===== src/soc_pkg.sv =====
// ----------------------------------------------------------
// shared definitions for the memory-mapped test SoC
// bus widths, Wishbone request/response structs, the address
// map and the CLINT register layout; modules refer to these
// by scoped names
// ----------------------------------------------------------

package soc_pkg;

  // bus widths
  localparam int unsigned AddrWidth = 32;
  localparam int unsigned DataWidth = 32;
  localparam int unsigned SelWidth  = DataWidth / 8;

  typedef logic [AddrWidth-1:0] addr_t;
  typedef logic [DataWidth-1:0] data_t;
  typedef logic [SelWidth-1:0]  sel_t;

  // ----------------------------------------------------------
  // Wishbone classic, master to slave and back
  // ----------------------------------------------------------
  typedef struct packed {
    logic  cyc;
    logic  stb;
    logic  we;
    addr_t adr;
    sel_t  sel;
    data_t dat;
  } wb_req_t;

  typedef struct packed {
    logic  ack;
    logic  err;
    data_t dat;
  } wb_rsp_t;

  // ----------------------------------------------------------
  // address map
  // ----------------------------------------------------------
  localparam addr_t RomBase     = 32'h0000_1000;
  localparam addr_t RomLength   = 32'h0000_0100;
  localparam addr_t ClintBase   = 32'h0200_0000;
  localparam addr_t ClintLength = 32'h0000_0010;
  // ram length is set by the NumRamWords parameter
  localparam addr_t RamBase     = 32'h8000_0000;

  // decoder target
  typedef enum logic [1:0] {
    SlvRom,
    SlvRam,
    SlvClint,
    SlvNone
  } slave_e;

  // rom word k reads as signature xor k
  localparam data_t RomSignature = 32'hB007_0000;

  // clint register offsets within its region
  localparam addr_t MtimeOffset    = 32'h0;
  localparam addr_t MtimecmpOffset = 32'h4;
  localparam addr_t MsipOffset     = 32'h8;

  // bit positions in mip
  localparam int unsigned MsipBit = 3;
  localparam int unsigned MtipBit = 7;
  localparam int unsigned SeipBit = 9;
  localparam int unsigned MeipBit = 11;

endpackage

===== src/boot_rom.sv =====
// ----------------------------------------------------------
// boot rom with generated contents
// word k reads as RomSignature xor k; writes get an err
// ----------------------------------------------------------

`timescale 1ns/1ps

module boot_rom (
  input  logic             clk_i,
  input  logic             rst_ni,
  input  soc_pkg::wb_req_t wb_req_i,
  output soc_pkg::wb_rsp_t wb_rsp_o
);

  localparam int unsigned OffsetBits = $clog2(soc_pkg::SelWidth);
  localparam int unsigned IdxBits    = $clog2(soc_pkg::RomLength) - OffsetBits;

  logic                strobe;
  logic                busy;
  logic [IdxBits-1:0]  word_idx;
  logic                ack_q;
  logic                err_q;
  soc_pkg::data_t      dat_q;

  assign strobe   = wb_req_i.cyc & wb_req_i.stb;
  assign busy     = ack_q | err_q;
  assign word_idx = wb_req_i.adr[OffsetBits +: IdxBits];

  always_ff @(posedge clk_i or negedge rst_ni) begin
    if (!rst_ni) begin
      ack_q <= 1'b0;
      err_q <= 1'b0;
    end else begin
      ack_q <= strobe & ~busy & ~wb_req_i.we;
      err_q <= strobe & ~busy & wb_req_i.we;
    end
  end

  // read data
  always_ff @(posedge clk_i) begin
    if (strobe && !wb_req_i.we) begin
      dat_q <= soc_pkg::RomSignature ^ soc_pkg::data_t'(word_idx);
    end
  end

  assign wb_rsp_o = '{ack: ack_q, err: err_q, dat: dat_q};

endmodule


===== config.mk =====
export PLATFORM = sky130hd
export DESIGN_NAME = boot_rom
export DESIGN_NICKNAME = d
export VERILOG_FILES = /design/src/soc_pkg.sv /design/src/boot_rom.sv
export SDC_FILE = /design/constraint.sdc
export NUM_CORES = 1
export LEC_CHECK = 0
export BUFFER_PORTS_ARGS = -buffer_cell sky130_fd_sc_hd__buf_2
export CAP_MARGIN = 20
export CORE_ASPECT_RATIO = 0.75
export CORE_MARGIN = 2
export CORE_UTILIZATION = 24
export CTS_CLUSTER_SIZE = 30
export DETAILED_ROUTE_END_ITERATION = 16
export PLACE_DENSITY = 0.84
export SLEW_MARGIN = 20
export SYNTH_ARGS = -nofsm -noshare
export SYNTH_HDL_FRONTEND = slang
export SYNTH_SLANG_ARGS = --single-unit

===== constraint.sdc =====
create_clock -name clk_i -period 2.1 [get_ports clk_i]
set_input_delay 0.105 -clock clk_i [delete_from_list [all_inputs] [get_ports clk_i]]
set_output_delay 0.105 -clock clk_i [all_outputs]
set_load 0.1 [all_outputs]

==> results of run 1 <==
[routing by layer]
metal	global-route usage (%)	wire (um)
met5	0	0
met4	4.39	15
met3	2.44	147
met2	9.76	287
met1	4.69	203
[flip-flops by register name (all words and copies together) (netlist names)]
register,count
err_q,1
ack_q,1
dat_q,6
[synthesized netlist by cell type]
| master | instances | area (um^2) |
|---|---|---|
| and4b_1 | 1 | 10.0 |
| and3b_1 | 1 | 8.76 |
| nor2_1 | 1 | 3.75 |
| edfxtp_1 | 6 | 180 |
| conb_1 | 2 | 7.51 |
| and4_1 | 1 | 8.76 |
| dfrtp_1 | 2 | 50.1 |
| buf_4 | 28 | 210 |
[where the power goes]
group / switching, mW / internal (mW)
logic: 0.261 / 0.0140
clock network: 0.0497 / 0.0725
registers: 0.00168 / 0.178
[placed cells by master, fill, tap and decap left out, drive strengths merged]
| cell | count |
|---|---|
| conb | 26 |
| buf | 18 |
| edfxtp | 6 |
| clkbuf | 4 |
| dfrtp | 2 |
| nor2 | 1 |
| and4 | 1 |
| and3b | 1 |
| and4b | 1 |
| dlygate4sd3 | 1 |
[logic make-up (layout without fill, tap and decap cells)]
family        Yosys count  count (layout)  synth area share, %
buf+inv                28              23                 43.9
flops                   8               8                 48.0
other cells             2              26                 1.57
simple gates            4               4                 6.53
[worst min path at each step]
stage	startpoint	endpoint	slack, ns	cells past startpoint
2_1_floorplan	rst_ni	ack_q$_DFF_PN0_	-0.19	0
3_5_place_dp	rst_ni	err_q$_DFF_PN0_	-0.11	1
5_1_grt	wb_req_i[40]	dat_q[2]$_DFFE_PP_	0.02	1
6_report	wb_req_i[40]	dat_q[2]$_DFFE_PP_	0.03	1
3_3_place_gp	rst_ni	ack_q$_DFF_PN0_	-0.11	1
4_1_cts	wb_req_i[40]	dat_q[2]$_DFFE_PP_	0.03	1
[layout make-up]
class                   instances  share of cell area (%)
clock buffers                   4                    5.12
multi-input cells              30                    25.1
well taps                      22                    5.37
flip-flops and latches          8                    44.9
repair buffers                 19                    19.5
[metrics by stage]
stage	power [mW]	hold slack, ns
2_1_floorplan	0.480	-0.191
3_3_place_gp	0.455	-0.110
3_5_place_dp	0.457	-0.109
4_1_cts	0.579	0.0288
5_1_grt	0.595	0.0240
6_report	0.578	0.0326
==> key figures, run 1 <==
Synth
  – Mapped Cells: 42
  – Mean post-synth cell area: approximately 11 um^2
  – Post-synthesis cell area: about 480 um^2
  – Synthesized flop and latch total: 8
  – Netlist cell types: 8
  – Synth Warn #: 0
  – Sequential-to-total area share from yosys stat: 48.0%

Global route
  – Total gr overflow: 0
  – Largest net degree at the start of global routing: 7
  – Initial antenna violation count: 0
  – First-pass GRT wire length: 959 um
  – GRT Total Usage: 5.43%
  – Number of global-route vias before repair: around 240

Clock tree
  – Clk_lat worst skew: 0.24 ns
  – Number of CTS-inserted buffers: 3
  – Deepest clock path buffer count: 2
  – Root buf cell: clkbuf_4
  – Hold-fix buffers at CTS: 1
  – CTS tree: yes
  – Postcts setup bufs: 0
  – H-tree levels: 1
  – CTS Sinks: 8
  – CTS resizes: 0
  – Reg clk slew, reported paths: 0.06 ns

Finish
  – Finished Core Util: 28.4%
  – Register area: 230 um^2
  – Post-route insts no fill: 83
  – Area of the multi-input gates: between 100 and 150 um^2
  – Area Overhead vs Synth: 7.05%
  – ANT cells: 0
  – Fill count: 186
  – Post-route cell area: 513 um^2
  – Share of layout cells above drive strength 1: 34.4%
  – Nets: 135

Critical path
  – CP cell instances: buf_2
  – Worst Path Max Fanout: 2
  – Worst setup endpoint: wb_rsp_o[33]
  – CP Capture Type: output port
  – CP Class: flop to output port
  – R2R Path End: ack_q$_DFF_PN0_
  – CP peak stage delay: 0.42 ns
  – Arrival time worst endpoint: 1.00 ns
  – WP depth: 1
  – Crit path launch: ack_q$_DFF_PN0_
  – Critical path's top delay family: buffers and inverters
  – Reg2reg start: err_q$_DFF_PN0_
  – R2R cell count: 2
  – Crit start category: flop
  – R2R Setup Slk: about 1.3 ns
  – Worst path bufs/invs: 1
  – Required time of the critical path: 2.00 ns
  – Slowest cell on the critical path: buf_2

Die
  – Full die area: 2370 um^2
  – Die Y: 42.7 um
  – Core footprint: 1810 um^2
  – Standard-cell rows: 13
  – Initial Utilization: approximately a quarter
  – Die width: 55.6 um
  – # IOs: 107

STA
  – Final Setup Violations: 0
  – Fin. Hold Viols: 0
  – Fmax: 904 MHz
  – Final Cycle Share: 52.7%
  – Fin crit period: 1.11 ns
  – Setup TNS: 0 ns
  – RSZ-0062 raised after global routing: no
  – Clk_skew: 0.0000154 ns
  – Final WS setup: 0.993 ns
  – Slew Limit Fails: 0

Route
  – Vias per std cell: 3.33
  – Avg WL per Cell: roughly 7.9 um
  – DRC violations left: 0
  – Total number of vias: 276
  – Routed WL: 654 um
  – Iteration-0 DRC Markers: 1
  – Detail Route Antenna Nets: 0
  – Pre-antenna DRT Iters: 2

Hold path
  – Min-Delay Path Class: input pin to flop

Pwr
  – P per Cell Area: 1130 nW/um^2
  – Max VDD drop: 395 uV
  – Leakage: between 0.2 and 0.3 nW

Placement
  – Port bufs: 18
  – Setup WS pre-CTS: roughly 1.2 ns
  – Placed cells: 78
  – Routability cong.: 0.691
  – Hpwl dp: 574 um
  – Placed inst area: about 480 um^2

Run
  – Max-Cap Viols: 0

Run status
  – Status: finished clean
Note: power is estimated with default switching activity, not from simulation.
==> run 2, diff against run 1 <==
ABC_AREA = 1   (was not set)
CORE_UTILIZATION = 23   (was 24)
PLACE_DENSITY = 0.8   (was 0.84)
clock period = 1.14 ns   (was 2.1 ns; I/O delays follow)
==> run 2 against run 1 <==
  * Non-clock buffer count is 6 higher
  * Combinational power grew 96%
  * Flip-flop and latch count is the same
  * Area after synthesis is 1.8% higher
  * Via count rose by 8.7%
  * Core utilization rose by 2.4 points
  * Critical path depth unchanged
  * Setup slack worse by 0.91 ns
  * Routed wire length is 22% higher
  * Critical endpoint is now wb_rsp_o[5]
  * Highest routed layer unchanged
==> key figures, run 2 <==
Critical path
  – Worst Path Max Fanout: 1
  – Worst path bufs/invs: 1
  – CP Class: flop to output port
  – R2R Setup Slk: roughly 0.36 ns
  – R2R cell count: 3
  – Reg2reg start: err_q$_DFF_PN0_
  – Critical path's top delay family: buffers and inverters
  – Required time of the critical path: 1.08 ns
  – WP depth: 1
  – Worst setup endpoint: wb_rsp_o[5]
  – CP peak stage delay: 0.42 ns
  – R2R Path End: err_q$_DFF_PN0_
  – Slowest cell on the critical path: buf_2
  – Crit path launch: dat_q[5]$_DFFE_PP_
  – Crit start category: flop
  – Arrival time worst endpoint: 1.00 ns
  – CP Capture Type: output port
  – CP cell instances: buf_2

Finish
  – Max reg flops: 6
  – Commonest non-fill, non-tap cell in the layout: conb_1
  – Fill count: 218
  – Share of layout cells above drive strength 1: 31.9%
  – Finished Core Util: 30.8%
  – Nets: between 100 and 150
  – ANT cells: 0
  – Most frequent cells in the layout: 26 x conb_1, 16 x buf_2, 7 x dlygate4sd3_1
  – Top reg by flops: dat_q
  – Biggest regs: dat_q x6, ack_q x1, err_q x1
  – Area Overhead vs Synth: 25.9%

Pwr
  – Max VDD drop: 636 uV
  – Sequential Power Share: 30.6%
  – Switching part of the total: 53.3%
  – Clk pwr share: 20.3%
  – NetSw: 0.584 mW
  – P_int: roughly 0.5 mW
  – Logic gate share of total power: between 40% and 50%
  – P per Cell Area: 1780 nW/um^2
  – Leakage: 0.326 nW

Synth
  – FFs w/ async S/R, synth: approximately 25%
  – Netlist cell types: 9
  – Top-count cell post-synth: buf_4
  – Mean post-synth cell area: 10.4 um^2
  – Sequential-to-total area share from yosys stat: 47.2%
  – Most frequent cells after synthesis: 28 x buf_4, 6 x edfxtp_1, 3 x inv_1
  – Number of flops mapped to enable cells by yosys: 6
  – Mapped Cells: 47
  – Share of the synthesized area in the top cell type: 43.1%
  – Synth Warn #: 0
  – Top FF cell, synth: edfxtp_1
  – Post-synthesis cell area: 488 um^2
  – Synthesized flop and latch total: 8
  – Largest cells by area after synthesis: buf_4 43%, edfxtp_1 37%, dfrtp_1 10%
  – Area leader, netlist: buf_4

Clock tree
  – Deepest clock path buffer count: 2
  – H-tree levels: 1
  – Postcts setup bufs: 0
  – Root buf cell: clkbuf_4
  – CTS resizes: 0
  – Number of CTS-inserted buffers: 3
  – Reg clk slew, reported paths: 0.06 ns
  – CTS Sinks: 8
  – CTS tree: yes
  – Clk_lat worst skew: 0.24 ns
  – Hold-fix buffers at CTS: 6

Die
  – Standard-cell rows: 14
  – Die width: 57.2 um
  – # IOs: 107
  – Core footprint: 2000 um^2
  – Die Y: 43.9 um
  – Initial Utilization: 24.4%
  – Full die area: 2510 um^2

STA
  – Fin crit period: 1.06 ns
  – Clk_skew: 0.0000115 ns
  – RSZ-0062 raised after global routing: no
  – Fin. Hold Viols: 0
  – Fmax: 945 MHz
  – Setup TNS: 0 ns
  – Slew Limit Fails: 0
  – Final Cycle Share: 92.8%
  – Final Setup Violations: 0

Global route
  – Number of global-route vias before repair: 260
  – GRT Total Usage: 6.38%
  – Largest net degree at the start of global routing: 7
  – First-pass GRT wire length: 1080 um
  – Total gr overflow: 0
  – Initial antenna violation count: 0

Placement
  – Port bufs: 18
  – Routability cong.: 0.707
  – Hpwl dp: around 620 um

Run
  – Max-Cap Viols: 0

Route
  – Total number of vias: 300
  – Detail Route Antenna Nets: 0
  – Avg WL per Cell: just over 8 um
  – Iteration-0 DRC Markers: 2
  – Pre-antenna DRT Iters: 4
  – Routed WL: 795 um
  – Vias per std cell: ~3.1
  – DRC violations left: 0

Run status
  – Status: finished clean

Hold path
  – Min-Delay Path Class: input pin to flop
==> run 2: cell types whose count changed in the layout (fill, tap and decap cells not counted), moves of 2 or more <==
cell           previous run  this run
inv_1                     0         3
buf_2                    18        16
nand2_1                   0         2
nor2_2                    0         2
dlygate4sd3_1             1         7
buf_12                    0         2
==> run 2: routing by layer <==
layer	global-route usage, %	wire [um]
met2	11.3	398
met5	0	0
met1	5.29	241
met4	6.98	12
met3	2.39	143
==> run 2: layout make-up <==
cell class	count	area, um^2	share of cell area [%]
timing repair buffer	25	190	31.0
clock buffer	4	26.3	4.28
multi-input combinational	32	126	20.6
inverter	3	11.3	1.83
sequential	8	230	37.5
tap	24	30.0	4.89
==> run 2: worst min path at each step <==
stage                  from  cells after the start                  to  slack (ns)
2_1_floorplan        rst_ni                      0     ack_q$_DFF_PN0_       -0.24
6_report       wb_req_i[69]                      3     err_q$_DFF_PN0_        0.05
3_3_place_gp         rst_ni                      1     ack_q$_DFF_PN0_       -0.16
3_5_place_dp         rst_ni                      1     ack_q$_DFF_PN0_       -0.15
4_1_cts        wb_req_i[39]                      1  dat_q[1]$_DFFE_PP_       0.005
5_1_grt        wb_req_i[69]                      3     err_q$_DFF_PN0_        0.05
==> run 2: logic make-up after synthesis <==
kind of cell / count (synthesis) / share of synthesized area [%]
flops: 8 / 47.2
other cells: 2 / 1.54
buf+inv: 31 / 45.4
simple gates: 6 / 5.90
==> run 2: power groups by stage <==
stage / registers (mW) / clock network, mW / logic (mW)
floorplan: 0.412 / 0 / 0.476
global placement: 0.339 / 0 / 0.514
detailed placement: 0.340 / 0 / 0.518
CTS: 0.335 / 0.235 / 0.534
global route: 0.335 / 0.253 / 0.550
finish: 0.335 / 0.222 / 0.538
==> run 2: metrics by stage <==
stage | instances | total power, mW | worst slack [ns] | area (um^2) | hold WS [ns]
2_1_floorplan | 71 | 0.888 | 0.179 | 578 | -0.239
3_3_place_gp | 85 | 0.854 | 0.333 | 518 | -0.159
4_1_cts | 95 | 1.10 | 0.0652 | 604 | 0.00505
6_report | 96 | 1.09 | 0.0821 | 614 | 0.0490
5_1_grt | 96 | 1.14 | 0.0424 | 614 | 0.0522
3_5_place_dp | 85 | 0.858 | 0.297 | 518 | -0.153
==> run 2: worst register-to-register path, delay by kind of cell (launching register included) <==
family | cells | cell delay [ns]
DFF | 1 | 0.41
and+or+nand+nor | 3 | 0.30
==> run 3, diff against run 2 <==
CORE_UTILIZATION = 24   (was 23)
CTS_BUF_LIST = sky130_fd_sc_hd__clkbuf_4   (was not set)
PLACE_DENSITY = 0.83   (was 0.8)
SLEW_MARGIN = 10   (was 20)
==> run 3 against run 2 <==
  * Design area up 0.61%
  * Flip-flop and latch count unchanged
  * Critical endpoint is now wb_rsp_o[1]
  * Cell count unchanged
  * Fmax down 1.5%
  * Setup slack worse by 0.016 ns
==> key figures, run 3 (synthesis results as in run 2) <==
Critical path
  – CP peak stage delay: 0.42 ns
  – CP Capture Type: output port
  – Worst Path Max Fanout: 1
  – Crit start category: flop
  – Worst path bufs/invs: 1
  – Critical path's top delay family: buffers and inverters
  – R2R Setup Slk: 0.38 ns
  – Required time of the critical path: around 1.1 ns
  – CP cell instances: buf_2
  – CP Class: flop to output port
  – Slowest cell on the critical path: buf_2
  – Arrival time worst endpoint: 1.02 ns

STA
  – RSZ-0062 raised after global routing: no
  – Slew Limit Fails: 0
  – Final Setup Violations: 0
  – Clk_skew: 0.0000396 ns
  – Fin crit period: roughly 1.1 ns
  – Fin. Hold Viols: 0
  – Final WS setup: 0.0662 ns
  – Setup TNS: 0 ns
  – Fmax: 931 MHz
  – Final Cycle Share: 94.2%

Route
  – Vias per std cell: 3.24
  – Detail Route Antenna Nets: 0
  – Avg WL per Cell: 7.89 um
  – Iteration-0 DRC Markers: 4
  – Pre-antenna DRT Iters: 2
  – Total number of vias: 311
  – Routed WL: 757 um
  – DRC violations left: 0

Die
  – # IOs: 107
  – Die width: 56.1 um
  – Die Y: roughly 43 um
  – Full die area: roughly 2400 um^2
  – Core footprint: a little under 2000 um^2
  – Standard-cell rows: 14
  – Initial Utilization: 24.9%

Global route
  – GRT Total Usage: approximately 7.1%
  – Number of global-route vias before repair: about 300
  – Total gr overflow: 0
  – Initial antenna violation count: 0
  – First-pass GRT wire length: 1170 um
  – Largest net degree at the start of global routing: 7

Hold path
  – Min-Delay Path Class: input pin to flop

Clock tree
  – Clk_lat worst skew: 0.25 ns
  – Deepest clock path buffer count: 2
  – CTS resizes: 0
  – Reg clk slew, reported paths: 0.06 ns
  – CTS Sinks: 8
  – Postcts setup bufs: 0
  – H-tree levels: 1
  – Root buf cell: clkbuf_4
  – Hold-fix buffers at CTS: 7
  – CTS tree: yes
  – Number of CTS-inserted buffers: 3

Finish
  – Biggest regs: dat_q x6, ack_q x1, err_q x1
  – Share of layout cells above drive strength 1: 33.3%
  – ANT cells: 0
  – Area Overhead vs Synth: 26.7%
  – Nets: 146
  – Most frequent cells in the layout: 26 x conb_1, 16 x buf_2, 7 x dlygate4sd3_1
  – Commonest non-fill, non-tap cell in the layout: conb_1
  – Max reg flops: 6
  – Top reg by flops: dat_q

Placement
  – Hpwl dp: 554 um
  – Setup WS pre-CTS: 0.310 ns
  – Routability cong.: around 0.6
  – Port bufs: 18

Run status
  – Status: finished clean

Pwr
  – Leakage: between 0.3 and 0.4 nW
  – P per Cell Area: roughly 1800 nW/um^2
  – Max VDD drop: 625 uV

Run
  – Max-Cap Viols: 0
-- run 3: cell types whose count changed in the layout (fill, tap and decap cells not counted) --
cell | before | now
clkbuf_1 | 1 | 0
clkbuf_4 | 3 | 4
-- run 3: layer usage --
layer  track usage, %  share of wire, %
met1             5.43                32
met5                0                 0
met3             2.44                13
met2             12.0                50
met4             10.0               5.3
-- run 3: worst paths after layout --
path | start | endpoint | cells after the start
min in group asynchronous | rst_ni | ack_q$_DFF_PN0_ | 2
setup / recovery | dat_q[1]$_DFFE_PP_ | wb_rsp_o[1] | 1
setup reg to reg | err_q$_DFF_PN0_ | ack_q$_DFF_PN0_ | 3
max in group asynchronous | rst_ni | err_q$_DFF_PN0_ | 2
hold / removal | wb_req_i[69] | err_q$_DFF_PN0_ | 3
hold reg to reg | ack_q$_DFF_PN0_ | err_q$_DFF_PN0_ | 3
-- run 3: cell type report --
cell class	count	area (um^2)
multi-input combinational	32	126
clock buffer	4	30.0
sequential	8	230
timing repair buffer	25	190
inverter	3	11.3
fill	207	1340
tap	24	30.0
-- run 3: report_power, final --
part | leakage, nW | switching [mW] | internal (mW) | total, mW
Sequential | 0.0822 | 0.00580 | 0.329 | 0.334
Clock | 0.0184 | 0.0956 | 0.158 | 0.253
Combinational | 0.229 | 0.488 | 0.0486 | 0.537
Total | 0.330 | 0.589 | 0.535 | 1.12
-- run 3: through the flow --
stage          total power, mW  util [%]  instances  area [um^2]  hold WS (ns)
2_1_floorplan            0.888         -         71          578        -0.239
3_3_place_gp             0.854      26.4         85          518        -0.158
3_5_place_dp             0.857      26.4         85          518        -0.154
4_1_cts                   1.14      31.5         96          618        0.0206
5_1_grt                   1.17      31.5         96          618        0.0479
6_report                  1.12      31.5         96          618        0.0294
